## src/csi2_tx_pkg.sv

```systemverilog
// CSI-2 transmit packet builder, shared definitions
// data type codes, the pixel input and lane byte records, the packed
// RAW10 group and the packet header with its two views

package csi2_tx_pkg;

    // CSI-2 data type codes
    localparam logic [5:0] DT_FRAME_START = 6'h00;
    localparam logic [5:0] DT_FRAME_END   = 6'h01;
    localparam logic [5:0] DT_RAW10       = 6'h2B;

    // pixel stream from the sensor side
    typedef struct packed {
        logic       frame_valid;  // level, high for the whole frame
        logic       line_valid;   // level, high for the whole line
        logic       pixel_valid;  // strobe, one per pixel
        logic [9:0] data;
    } pixel_in_t;

    // four pixels packed the RAW10 way, byte 0 in bits 7:0
    typedef struct packed {
        logic [7:0]      lsbs;    // byte 4, pixel n low bits at 2n+1:2n
        logic [3:0][7:0] msbs;    // bytes 0 to 3, upper 8 bits of pixels 0 to 3
    } raw10_group_t;

    // packet header as seen by the sequencer
    typedef struct packed {
        logic [7:0]  ecc;             // upper 2 bits always zero
        logic [15:0] word_count;
        logic [1:0]  virtual_channel;
        logic [5:0]  data_type;
    } csi2_header_fields_t;

    // same 32 bits as the four bytes on the wire
    // byte 0 data id, 1 and 2 word count low/high, 3 ecc
    typedef union packed {
        csi2_header_fields_t fields;
        logic [3:0][7:0]     bytes;
    } csi2_header_u;

    // one byte lane towards the PHY
    typedef struct packed {
        logic       valid;
        logic [7:0] data;
        logic       first;        // first byte of a packet
        logic       last;         // last byte of a packet
    } lane_byte_t;

endpackage

```

## src/raw10_packer.sv

```systemverilog
// RAW10 pixel packer
// collects four 10-bit pixels into one five-byte RAW10 group, writes it
// out a cycle after the fourth pixel, and flags frame start, frame end
// and the end of every line

`timescale 1ns/100ps

module raw10_packer import csi2_tx_pkg::*; #(
    parameter int LINE_PIXELS = 16
) (
    input  logic         tx_byte_clock,
    input  logic         tx_byte_reset_n,
    input  pixel_in_t    pixel_i,
    output raw10_group_t group_o,
    output logic         group_write_o,
    output logic         frame_start_o,
    output logic         frame_end_o,
    output logic         line_done_o
);

    localparam int PIX_W = (LINE_PIXELS > 4) ? $clog2(LINE_PIXELS) : 2;

    logic             fv_q;        // delayed frame_valid for edge detect
    logic [PIX_W-1:0] pix_cnt_q;   // pixel index within the line
    logic             line_end_q;  // last group of the line is being written
    logic             pix_strobe;
    logic             line_last;
    logic [1:0]       slot;
    raw10_group_t     group_q;

    assign pix_strobe = pixel_i.pixel_valid & pixel_i.line_valid;
    assign slot       = pix_cnt_q[1:0];
    assign line_last  = pix_cnt_q == PIX_W'(LINE_PIXELS - 1);

    always_ff @(posedge tx_byte_clock or negedge tx_byte_reset_n) begin
        if (!tx_byte_reset_n) begin
            fv_q          <= 1'b0;
            pix_cnt_q     <= '0;
            line_end_q    <= 1'b0;
            group_write_o <= 1'b0;
            line_done_o   <= 1'b0;
            frame_start_o <= 1'b0;
            frame_end_o   <= 1'b0;
        end else begin
            fv_q          <= pixel_i.frame_valid;
            frame_start_o <= pixel_i.frame_valid & ~fv_q;  // rising edge
            frame_end_o   <= ~pixel_i.frame_valid & fv_q;  // falling edge
            group_write_o <= pix_strobe && slot == 2'd3;
            line_end_q    <= pix_strobe && line_last;
            line_done_o   <= line_end_q;                   // one after the last write
            if (pix_strobe) begin
                pix_cnt_q <= line_last ? '0 : pix_cnt_q + 1'b1;
            end
        end
    end

    // each strobed pixel lands in its slot of the group
    always_ff @(posedge tx_byte_clock) begin
        if (pix_strobe) begin
            group_q.msbs[slot]             <= pixel_i.data[9:2];
            group_q.lsbs[{slot, 1'b0} +: 2] <= pixel_i.data[1:0];
        end
    end

    assign group_o = group_q;

endmodule

```

## src/csi2_line_fifo.sv

```systemverilog
// line buffer FIFO
// circular buffer of RAW10 groups between the packer and the packet
// sequencer, with a registered read port valid the cycle after a read

`timescale 1ns/100ps

module csi2_line_fifo import csi2_tx_pkg::*; #(
    parameter int FIFO_GROUPS = 16
) (
    input  logic         tx_byte_clock,
    input  logic         tx_byte_reset_n,
    input  raw10_group_t group_i,
    input  logic         write_i,
    input  logic         read_i,
    output raw10_group_t group_o
);

    localparam int PTR_W = (FIFO_GROUPS > 1) ? $clog2(FIFO_GROUPS) : 1;

    raw10_group_t     mem_q [FIFO_GROUPS];
    logic [PTR_W-1:0] wr_ptr_q;
    logic [PTR_W-1:0] rd_ptr_q;

    // wraps at the buffer size, which need not be a power of two
    function automatic logic [PTR_W-1:0] ptr_next(input logic [PTR_W-1:0] ptr);
        return (ptr == PTR_W'(FIFO_GROUPS - 1)) ? '0 : ptr + 1'b1;
    endfunction

    always_ff @(posedge tx_byte_clock or negedge tx_byte_reset_n) begin
        if (!tx_byte_reset_n) begin
            wr_ptr_q <= '0;
            rd_ptr_q <= '0;
        end else begin
            if (write_i) begin
                wr_ptr_q <= ptr_next(wr_ptr_q);
            end
            if (read_i) begin
                rd_ptr_q <= ptr_next(rd_ptr_q);
            end
        end
    end

    always_ff @(posedge tx_byte_clock) begin
        if (write_i) begin
            mem_q[wr_ptr_q] <= group_i;
        end
        if (read_i) begin
            group_o <= mem_q[rd_ptr_q];  // holds until the next read
        end
    end

endmodule

```

## src/csi2_header_ecc.sv

```systemverilog
// CSI-2 packet header ECC
// six Hamming parity bits over the 24 bits of data identifier and
// word count, as XOR trees with the fixed masks of the CSI-2 spec

`timescale 1ns/100ps

module csi2_header_ecc import csi2_tx_pkg::*; (
    input  csi2_header_fields_t header_fields_i,
    output logic [5:0]          ecc_o
);

    // parity masks, P0 in the lowest slot
    localparam logic [5:0][23:0] ECC_MASK = {
        24'hEFFC00,  // P5
        24'hDF03F0,  // P4
        24'hB8E38E,  // P3
        24'h749A6D,  // P2
        24'hF2555B,  // P1
        24'hF12CB7   // P0
    };

    logic [23:0] header_data;

    // D[7:0] data id, D[23:8] word count
    assign header_data = {
        header_fields_i.word_count,
        header_fields_i.virtual_channel,
        header_fields_i.data_type
    };

    always_comb begin
        for (int i = 0; i < 6; i++) begin
            ecc_o[i] = ^(header_data & ECC_MASK[i]);
        end
    end

endmodule

```

## src/csi2_payload_crc.sv

```systemverilog
// CSI-2 payload CRC-16
// reflected polynomial 0x8408, preset to all ones, one byte folded in
// per enabled cycle with the LSB first

`timescale 1ns/100ps

module csi2_payload_crc (
    input  logic        tx_byte_clock,
    input  logic        tx_byte_reset_n,
    input  logic        crc_clear_i,
    input  logic        crc_en_i,
    input  logic [7:0]  byte_i,
    output logic [15:0] crc_o
);

    localparam logic [15:0] CRC_POLY = 16'h8408;
    localparam logic [15:0] CRC_SEED = 16'hFFFF;

    logic [15:0] crc_q;
    logic [15:0] crc_next;

    // eight serial steps unrolled
    always_comb begin
        crc_next = crc_q;
        for (int i = 0; i < 8; i++) begin
            if (crc_next[0] ^ byte_i[i]) begin
                crc_next = (crc_next >> 1) ^ CRC_POLY;
            end else begin
                crc_next = crc_next >> 1;
            end
        end
    end

    always_ff @(posedge tx_byte_clock or negedge tx_byte_reset_n) begin
        if (!tx_byte_reset_n) begin
            crc_q <= CRC_SEED;
        end else if (crc_clear_i) begin
            crc_q <= CRC_SEED;    // start of a new payload
        end else if (crc_en_i) begin
            crc_q <= crc_next;
        end
    end

    assign crc_o = crc_q;  // sent low byte first

endmodule

```

## src/csi2_packet_ctrl.sv

```systemverilog
// CSI-2 packet sequencer
// queues frame start, finished lines and frame end, then walks each
// packet through header, payload and CRC onto the byte lane; frame end
// waits for all lines of its frame and the next frame start waits for it

`timescale 1ns/100ps

module csi2_packet_ctrl import csi2_tx_pkg::*; #(
    parameter int LINE_PIXELS     = 16,
    parameter int VIRTUAL_CHANNEL = 0
) (
    input  logic                tx_byte_clock,
    input  logic                tx_byte_reset_n,
    input  logic                frame_start_i,
    input  logic                frame_end_i,
    input  logic                line_done_i,
    input  raw10_group_t        group_i,
    input  logic [5:0]          ecc_i,
    input  logic [15:0]         crc_i,
    output logic                read_o,
    output csi2_header_fields_t header_fields_o,
    output logic                crc_clear_o,
    output logic                crc_en_o,
    output logic [7:0]          crc_byte_o,
    output lane_byte_t          lane_o
);

    localparam logic [15:0] WORD_COUNT = 16'(LINE_PIXELS * 10 / 8);
    localparam int          GROUPS     = LINE_PIXELS / 4;
    localparam int          GROUP_W    = (GROUPS > 1) ? $clog2(GROUPS) : 1;

    localparam logic [2:0] ST_IDLE    = 3'd0;
    localparam logic [2:0] ST_HEADER  = 3'd1;
    localparam logic [2:0] ST_PAYLOAD = 3'd2;
    localparam logic [2:0] ST_CRC     = 3'd3;
    localparam logic [2:0] ST_GAP     = 3'd4;

    logic [2:0]          state_q;
    logic [2:0]          byte_cnt_q;   // byte within header, group or crc
    logic [GROUP_W-1:0]  group_cnt_q;
    logic                pending_fs_q;
    logic                pending_fe_q;
    logic [3:0]          lines_q;      // lines buffered but not yet sent
    csi2_header_fields_t header_q;
    lane_byte_t          lane_q;
    csi2_header_u        header_word;
    logic                have_fs;
    logic                have_fe;
    logic                have_line;
    logic                take_fs;
    logic                take_fe;
    logic                take_line;
    logic                is_long;
    logic                last_group;
    logic [7:0]          payload_byte;

    // include this cycle's events so nothing is served out of order
    assign have_fs   = pending_fs_q | frame_start_i;
    assign have_fe   = pending_fe_q | frame_end_i;
    assign have_line = (lines_q != 4'd0) | line_done_i;

    always_comb begin
        take_fs   = 1'b0;
        take_fe   = 1'b0;
        take_line = 1'b0;
        if (state_q == ST_IDLE) begin
            if (have_fe) begin
                take_line = have_line;   // drain the old frame first
                take_fe   = ~have_line;
            end else if (have_fs) begin
                take_fs = 1'b1;
            end else begin
                take_line = have_line;
            end
        end
    end

    assign is_long      = header_q.data_type == DT_RAW10;
    assign last_group   = group_cnt_q == GROUP_W'(GROUPS - 1);
    assign payload_byte = (byte_cnt_q == 3'd4) ? group_i.lsbs : group_i.msbs[byte_cnt_q[1:0]];

    always_comb begin
        header_word.fields     = header_q;
        header_word.fields.ecc = {2'b00, ecc_i};
    end

    // read one cycle ahead of the first byte of each group
    assign read_o = (state_q == ST_HEADER && byte_cnt_q == 3'd3 && is_long) ||
                    (state_q == ST_PAYLOAD && byte_cnt_q == 3'd4 && !last_group);

    assign header_fields_o = header_q;
    assign crc_clear_o     = state_q == ST_HEADER;
    assign crc_en_o        = state_q == ST_PAYLOAD;
    assign crc_byte_o      = payload_byte;

    always_ff @(posedge tx_byte_clock or negedge tx_byte_reset_n) begin
        if (!tx_byte_reset_n) begin
            pending_fs_q <= 1'b0;
            pending_fe_q <= 1'b0;
            lines_q      <= 4'd0;
        end else begin
            pending_fs_q <= have_fs & ~take_fs;
            pending_fe_q <= have_fe & ~take_fe;
            lines_q      <= lines_q + {3'b000, line_done_i} - {3'b000, take_line};
        end
    end

    always_ff @(posedge tx_byte_clock or negedge tx_byte_reset_n) begin
        if (!tx_byte_reset_n) begin
            state_q     <= ST_IDLE;
            byte_cnt_q  <= 3'd0;
            group_cnt_q <= '0;
            header_q    <= '0;
        end else begin
            case (state_q)
                ST_IDLE: begin
                    byte_cnt_q  <= 3'd0;
                    group_cnt_q <= '0;
                    if (take_fs | take_fe | take_line) begin
                        state_q                  <= ST_HEADER;
                        header_q.ecc             <= 8'h00;
                        header_q.virtual_channel <= 2'(VIRTUAL_CHANNEL);
                        header_q.word_count      <= take_line ? WORD_COUNT : 16'h0000;
                        header_q.data_type       <= take_line ? DT_RAW10 :
                                                    take_fe   ? DT_FRAME_END : DT_FRAME_START;
                    end
                end
                ST_HEADER: begin
                    byte_cnt_q <= byte_cnt_q + 3'd1;
                    if (byte_cnt_q == 3'd3) begin
                        byte_cnt_q <= 3'd0;
                        state_q    <= is_long ? ST_PAYLOAD : ST_GAP;
                    end
                end
                ST_PAYLOAD: begin
                    byte_cnt_q <= byte_cnt_q + 3'd1;
                    if (byte_cnt_q == 3'd4) begin
                        byte_cnt_q  <= 3'd0;
                        group_cnt_q <= group_cnt_q + 1'b1;
                        if (last_group) begin
                            state_q <= ST_CRC;
                        end
                    end
                end
                ST_CRC: begin
                    byte_cnt_q <= byte_cnt_q + 3'd1;
                    if (byte_cnt_q == 3'd1) begin
                        byte_cnt_q <= 3'd0;
                        state_q    <= ST_GAP;
                    end
                end
                default: state_q <= ST_IDLE;  // gap, then back to idle
            endcase
        end
    end

    always_ff @(posedge tx_byte_clock or negedge tx_byte_reset_n) begin
        if (!tx_byte_reset_n) begin
            lane_q <= '0;
        end else begin
            lane_q.valid <= state_q == ST_HEADER || state_q == ST_PAYLOAD || state_q == ST_CRC;
            lane_q.first <= state_q == ST_HEADER && byte_cnt_q == 3'd0;
            lane_q.last  <= (state_q == ST_HEADER && byte_cnt_q == 3'd3 && !is_long) ||
                            (state_q == ST_CRC && byte_cnt_q == 3'd1);
            case (state_q)
                ST_HEADER:  lane_q.data <= header_word.bytes[byte_cnt_q[1:0]];
                ST_PAYLOAD: lane_q.data <= payload_byte;
                ST_CRC:     lane_q.data <= byte_cnt_q[0] ? crc_i[15:8] : crc_i[7:0];
                default:    lane_q.data <= 8'h00;
            endcase
        end
    end

    assign lane_o = lane_q;

endmodule

```

## src/csi2_tx_top.sv

```systemverilog
// CSI-2 transmit packet builder, top level
// RAW10 pixel stream in, packet byte lane out, one virtual channel,
// everything in the byte clock domain; sets the line geometry and
// buffer depth for the blocks below

`timescale 1ns/100ps

module csi2_tx_top import csi2_tx_pkg::*; #(
    parameter int LINE_PIXELS     = 16,   // multiple of 4
    parameter int VIRTUAL_CHANNEL = 0,
    parameter int FIFO_GROUPS     = 16    // at least two lines of groups
) (
    input  logic       tx_byte_clock,
    input  logic       tx_byte_reset_n,
    input  pixel_in_t  pixel_i,
    output lane_byte_t lane_o
);

    raw10_group_t        packed_group;
    raw10_group_t        fifo_group;
    logic                group_write;
    logic                frame_start;
    logic                frame_end;
    logic                line_done;
    logic                fifo_read;
    csi2_header_fields_t header_fields;
    logic [5:0]          header_ecc;
    logic                crc_clear;
    logic                crc_en;
    logic [7:0]          crc_byte;
    logic [15:0]         payload_crc;

    raw10_packer #(
        .LINE_PIXELS(LINE_PIXELS)
    ) u_packer (
        .tx_byte_clock  (tx_byte_clock),
        .tx_byte_reset_n(tx_byte_reset_n),
        .pixel_i        (pixel_i),
        .group_o        (packed_group),
        .group_write_o  (group_write),
        .frame_start_o  (frame_start),
        .frame_end_o    (frame_end),
        .line_done_o    (line_done)
    );

    csi2_line_fifo #(
        .FIFO_GROUPS(FIFO_GROUPS)
    ) u_fifo (
        .tx_byte_clock  (tx_byte_clock),
        .tx_byte_reset_n(tx_byte_reset_n),
        .group_i        (packed_group),
        .write_i        (group_write),
        .read_i         (fifo_read),
        .group_o        (fifo_group)
    );

    csi2_header_ecc u_ecc (
        .header_fields_i(header_fields),
        .ecc_o          (header_ecc)
    );

    csi2_payload_crc u_crc (
        .tx_byte_clock  (tx_byte_clock),
        .tx_byte_reset_n(tx_byte_reset_n),
        .crc_clear_i    (crc_clear),
        .crc_en_i       (crc_en),
        .byte_i         (crc_byte),
        .crc_o          (payload_crc)
    );

    csi2_packet_ctrl #(
        .LINE_PIXELS    (LINE_PIXELS),
        .VIRTUAL_CHANNEL(VIRTUAL_CHANNEL)
    ) u_ctrl (
        .tx_byte_clock  (tx_byte_clock),
        .tx_byte_reset_n(tx_byte_reset_n),
        .frame_start_i  (frame_start),
        .frame_end_i    (frame_end),
        .line_done_i    (line_done),
        .group_i        (fifo_group),
        .ecc_i          (header_ecc),
        .crc_i          (payload_crc),
        .read_o         (fifo_read),
        .header_fields_o(header_fields),
        .crc_clear_o    (crc_clear),
        .crc_en_o       (crc_en),
        .crc_byte_o     (crc_byte),
        .lane_o         (lane_o)
    );

endmodule

```

## config.mk

```make
export PLATFORM = sky130hd
export DESIGN_NAME = csi2_tx_top
export DESIGN_NICKNAME = d
export VERILOG_FILES = /design/src/csi2_tx_pkg.sv /design/src/raw10_packer.sv /design/src/csi2_line_fifo.sv /design/src/csi2_header_ecc.sv /design/src/csi2_payload_crc.sv /design/src/csi2_packet_ctrl.sv /design/src/csi2_tx_top.sv
export SDC_FILE = /design/constraint.sdc
export NUM_CORES = 1
export LEC_CHECK = 0
export ABC_CLOCK_PERIOD_IN_PS = 3900
export BUFFER_PORTS_ARGS = -buffer_cell sky130_fd_sc_hd__buf_2
export CORE_MARGIN = 1.5
export CORE_UTILIZATION = 35
export CTS_BUF_LIST = sky130_fd_sc_hd__clkbuf_16
export DETAILED_ROUTE_END_ITERATION = 10
export SYNTH_ARGS = -nofsm -noshare
export SYNTH_HDL_FRONTEND = slang
export SYNTH_HIERARCHICAL = 1
export SYNTH_SLANG_ARGS = --single-unit
```

## constraint.sdc

```tcl
create_clock -name tx_byte_clock -period 3.9 [get_ports tx_byte_clock]
set_input_delay 0.39 -clock tx_byte_clock [delete_from_list [all_inputs] [get_ports tx_byte_clock]]
set_output_delay 0.39 -clock tx_byte_clock [all_outputs]
set_load 0.01 [all_outputs]
```

Yosys cells after proc, flatten, opt, wreduce, memory -nomap -nowiden
Memories as Yosys holds them, arrays and structs flattened. A register that Yosys moved wholly into a read port is not among the register bits.
Cells that the tools add are included.
Cells by class
  $add $sub $neg: 8
  $lt $le $gt $ge: 3
  equal/unequal tests: 17
  shifts and indexed selects: 2
  multiplexer cells: 50
  bitwise logic cells: 31
  reduce and logical (&&, ||, !) cells: 31
Operators with widths (number)
  $mux 16: 10
  $reduce_xor 24->1: 6
  $mux 8: 5
  $bmux 8 s2: 2
  $bwmux 32: 1
  $mux 3: 9
  $not 2->3: 8
  $pmux 3 s4: 2
  $pmux 8 s3: 1
  $demux 8 s2: 1
  $add 4x1->4 const B: 3
  $eq 4x4->1 const B: 3
  $mux 4: 3
  $mux 1: 11
  $logic_and 1x1->1: 10
  $eq 3x2->1 const B: 3
  $bwmux 8: 1
  $ne 2x1->1 const B: 4
  $reduce_bool 4->1: 2
  $shift 2x5->8 const A: 1
  $shiftx 2x5->8: 1
  $xor 1x1->1: 8
  $eq 3x1->1 const B: 2
  $eq 6x6->1 const B: 1
  other kinds (23): 44
Word-level totals
  register bits after elaboration: 121
  bits in writable memories: 640
  input port bits: 15
  output and inout bits: 11
  memories: 1
Memory list
  u_fifo.mem_q: depth 16, bits a word 40, rd ports 1, clocked after Yosys merged registers in 1, write ports 1, RTL line csi2_line_fifo.sv:20  | raw10_group_t mem_q [FIFO_GROUPS];

Logic depth before layout (Yosys ltp)
  depth in word-level cells: 21
  depth in mapped cells: 10
  gate-level depth less buffers: 10

Modules after synthesis
The synthesis kept the hierarchy.
By module, submodules not included
  csi2_line_fifo: instances 1, cells each 1257, area each 26103.8 sq um, sequential area each 20619.8 sq um
  csi2_packet_ctrl: instances 1, cells each 201, area each 2048.2 sq um, sequential area each 675.6 sq um
  raw10_packer: instances 1, cells each 99, area each 1756.7 sq um, sequential area each 1451.4 sq um
  csi2_payload_crc: instances 1, cells each 81, area each 1027.2 sq um, sequential area each 420.4 sq um
  csi2_header_ecc: instances 1, cells each 37, area each 529.3 sq um, sequential area each 0.0 sq um

Least setup slack after synthesis
OpenSTA, ideal clock, no wires.
  kind: flip-flop to flip-flop
  start point: register u_fifo.wr_ptr_q[0]
  end point: memory u_fifo/mem_q[0][0] (netlist bit), enable pin
  library setup time: 0.487 ns
  arrival: 3.490 ns
  required time: 3.413 ns
  setup slack: -0.077 ns
  stages on the path, launching flop included: 5
  path buffers: 0
  path through: dfrtp_1 -> inv_1 -> ha_1 -> nand2_1 -> nor3_1
RTL lines
  from (decl): RTL line csi2_line_fifo.sv:21  | logic [PTR_W-1:0] wr_ptr_q;
  from (signal assigned): RTL line csi2_line_fifo.sv:35  | wr_ptr_q <= ptr_next(wr_ptr_q);
  to (decl): RTL line csi2_line_fifo.sv:20
Straight into the memory's write port.

Final worst setup path
  start point: register u_ctrl.byte_cnt_q[0]
  end point: register u_crc.crc_q[3], in the netlist u_crc/crc_o[3]
Between the ends
  elaborated cells on any way between the ends: 18
  those cells by class: eq/ne: 1; mux: 13; bitwise: 4
RTL lines
  from (decl): RTL line csi2_packet_ctrl.sv:39  | logic [2:0] byte_cnt_q;
  from (signal assigned): RTL line csi2_packet_ctrl.sv:129  | byte_cnt_q <= byte_cnt_q + 3'd1;
  from (signal assigned): RTL line csi2_packet_ctrl.sv:136  | byte_cnt_q <= byte_cnt_q + 3'd1;
  from (signal assigned): RTL line csi2_packet_ctrl.sv:146  | byte_cnt_q <= byte_cnt_q + 3'd1;
  $bmux 8 s2: RTL line csi2_packet_ctrl.sv:80  | assign payload_byte = (byte_cnt_q == 3'd4) ? group_i.lsbs : group_i.msbs[byte_cnt_q[1:0]];
  $mux 8 (not written as such): RTL line csi2_packet_ctrl.sv:80
  $mux 8 *: RTL line csi2_packet_ctrl.sv:80
  via crc_byte[3]: RTL line csi2_tx_top.sv:30  | logic [7:0] crc_byte;
  $xor 1x1->1 *: RTL line csi2_payload_crc.sv:26  | if (crc_next[0] ^ byte_i[i]) begin
  $mux 16 * (4 in series): RTL line csi2_payload_crc.sv:26
  $xor 1x1->1 *: RTL line csi2_payload_crc.sv:26
  $mux 16 *: RTL line csi2_payload_crc.sv:26
  $mux 16 *: RTL line csi2_payload_crc.sv:39  | end else if (crc_en_i) begin
  $mux 16 *: RTL line csi2_payload_crc.sv:37  | end else if (crc_clear_i) begin
  to (signal assigned): RTL line csi2_payload_crc.sv:40  | crc_q <= crc_next;
  to (decl): RTL line csi2_payload_crc.sv:19  | logic [15:0] crc_q;
The timed path passes the listed nets; every way through them passes the cells marked *. The select of a mux whose other input is x is not followed.
A chain may end at the register's enable or synchronous reset.

==> flow_metrics.env <==
export IMPL_status="finished with violations"
export IMPL_violations="DRC"
export IMPL_design_area_mm2=0.0355
export IMPL_post_cts_buffers=0
export IMPL_antenna_found_initial=3
export IMPL_drt_vias_per_instance=5.23
export IMPL_hold_class="in2reg"
export IMPL_finalCritPeriodShare_pct=79.1
export IMPL_hold_violations=0
export IMPL_grt_pass1_wl_um=104000
export IMPL_worstSetupStartpointType="flop"
export IMPL_grt_ovfl_total=0
export IMPL_syn_area_mm2=0.0314
export IMPL_fin_skew_ns=0.0218
export IMPL_clkLatencyLatePin_ns=0.64
export IMPL_wl_per_cell_um=23.8
export IMPL_cp_max_fo=13
export IMPL_cts_root_buf="clkbuf_16"
export IMPL_place_hpwl_um=39000
export IMPL_num_vias=15500
export IMPL_cp_end_kind="flop"
export IMPL_finalSetupViolCount=0
export IMPL_detail_route_iter0_violations=1367
export IMPL_clk_pin_slew_ns=0.06
export IMPL_worst_r2r_setup_slack_ns=0.82
export IMPL_synth_warnings=6
export IMPL_tightest_slew_ns=1.11
export IMPL_dpl_cell_area_mm2=0.0331
export IMPL_cts_resized=0
export IMPL_track_usage_pct=15.5
export IMPL_numCtsBuffers=78
export IMPL_htreeDepth=3
export IMPL_path_delay_family="flip-flops"
export IMPL_power_density_mw_per_mm2=699
export IMPL_die_h_um=303
export IMPL_relSlewSlack_pct=25.9
export IMPL_drive_above_1_share_pct=18.1
export IMPL_max_cap_violations=0
export IMPL_fin_util_pct=40.1
export IMPL_cts_sinks=781
export IMPL_ant_nets=0
export IMPL_synth_cells=1667
export IMPL_die_w_um=303
export IMPL_final_setup_tns_ns=0
export IMPL_num_io_pins=26
export IMPL_worstPathCellList="inv_1 > ha_1 > nand2_2 > mux2_2 > xor2_2 > xnor3_1 > a21bo_1"
export IMPL_routed_wl_um=70400
export IMPL_rsz0062_at_grt="no"
export IMPL_path_buf_inv=1
export IMPL_drc=2
export IMPL_diodes=0
export IMPL_cts_buffer_depth=3
export IMPL_start_util_pct=35.4
export IMPL_setup_slack_ns=0.817
export IMPL_regArea_mm2=0.0232
export IMPL_slew_viol_final=0
export IMPL_slowest_stage="dfrtp_1"
export IMPL_dp_cells=2815
export IMPL_coreArea_mm2=0.0886
export IMPL_arrival_ns=3.64
export IMPL_gp_congestion=0.804
export IMPL_multiInputGateArea_mm2=0.00768
export IMPL_critPathKind="reg2reg"
export IMPL_grt_pass1_vias=15600
export IMPL_area_growth_syn_to_layout_pct=13.1
export IMPL_crit_required_ns=4.45
export IMPL_max_freq_ghz=0.324
export IMPL_nNetsFinal=1774
export IMPL_tritoncts="done"
export IMPL_grt_max_degree=47
export IMPL_rows=109
export IMPL_syn_area_per_cell_um2=18.8
export IMPL_fill_cells=7915
export IMPL_max_vdd_ir_drop_uv=372
export IMPL_p_leak_nw=12.0
export IMPL_min_period_ns=3.08
export IMPL_die_area_mm2=0.0915
export IMPL_final_cells=2960
export IMPL_first_pass_iters=9
export IMPL_port_buffers=25
export IMPL_slowest_delay_ns=0.78
export IMPL_pre_cts_ws_ns=0.817
state kept, by name (all words and copies together) (netlist names):
name,flops
u_fifo/group_o,40
u_packer/group_write_o,1
u_fifo/rd_ptr_q,4
u_ctrl/group_cnt_q,2
u_ctrl/lane_o,11
u_ctrl/state_q,3
u_packer/frame_end_o,1
u_packer/pix_cnt_q,4
u_ctrl/byte_cnt_q,3
u_ctrl/lines_q,4
u_packer/fv_q,1
u_packer/group_o,40
u_fifo/wr_ptr_q,4
u_crc/crc_o,16
u_packer/line_end_q,1
u_fifo/mem_q,640
u_packer/frame_start_o,1
u_ctrl/header_fields_o,2
u_ctrl/pending_fe_q,1
u_packer/line_done_o,1
u_ctrl/pending_fs_q,1
report_power, final:
part	total, mW	switching [mW]	internal [mW]
combinational	7.05	3.60	3.45
sequential	10.6	0.746	9.88
clock	7.16	3.12	4.03
layout by cell type (no fill, tap or decap), types with 25 or more instances in the layout:
cell	n
a22oi_1	121
buf_2	25
buf_4	29
clkbuf_16	79
dfrtp_1	42
edfxtp_1	720
ha_1	25
inv_1	34
mux2i_1	167
mux4_2	85
nand2_1	66
nand3_1	54
xnor2_1	29
metrics by stage:
step | hold WS [ns] | total power, mW
after global routing | 0.0360 | 25.9
final | 0.0418 | 24.8
after detailed placement | 0.340 | 17.8
after floorplan | 0.0944 | 16.0
after global placement | 0.339 | 17.7
after CTS | 0.0176 | 25.0
cell type report:
| cell class | instances | area share [%] |
|---|---|---|
| Clock inverter | 63 | 1.31 |
| Timing Repair Buffer | 73 | 1.95 |
| Tap cell | 1165 | 4.10 |
| Inverter | 20 | 0.211 |
| Sequential cell | 781 | 65.2 |
| Clock buffer | 79 | 5.56 |
| Multi-Input combinational cell | 779 | 21.6 |
worst register-to-register path: stages (launching register included):
cell and delay [ns]:
dfrtp_1 0.78, inv_1 0.28, ha_1 0.32, nand2_2 0.24, mux2_2 0.42, xor2_2 0.31
xnor3_1 0.45, a21bo_1 0.21
metal layers:
metal	GRT usage, %	wire length, um	vias to the layer above
met3	2.59	4510	98
met4	3.55	1340	0
met1	22.6	31700	8123
li1	-	-	6764
met5	0	0	-
met2	24.5	32800	503
repair_timing:
action | CTS | global route
hold endpoints to repair | 28 | 0
setup endpoints to repair | 0 | 0
hold buffers | 3 | 0
path summary, 6_finish.rpt:
kind,depth (start not counted),endpoint,start
max,7,u_crc/crc_o[3]$_DFFE_PN1P_,u_ctrl/byte_cnt_q[0]$_DFFE_PN0P_
min,1,u_packer/group_o[6]$_DFFE_PP_,pixel_i[8]
max reg2reg,7,u_crc/crc_o[3]$_DFFE_PN1P_,u_ctrl/byte_cnt_q[0]$_DFFE_PN0P_
min reg2reg,0,u_packer/line_done_o$_DFF_PN0_,u_packer/line_end_q$_DFF_PN0_
max in group asynchronous,3,u_packer/pix_cnt_q[0]$_DFFE_PN0P_,tx_byte_reset_n
min in group asynchronous,2,u_ctrl/lane_o[8]$_DFF_PN0_,tx_byte_reset_n
Power figures use the tool's default switching activity.
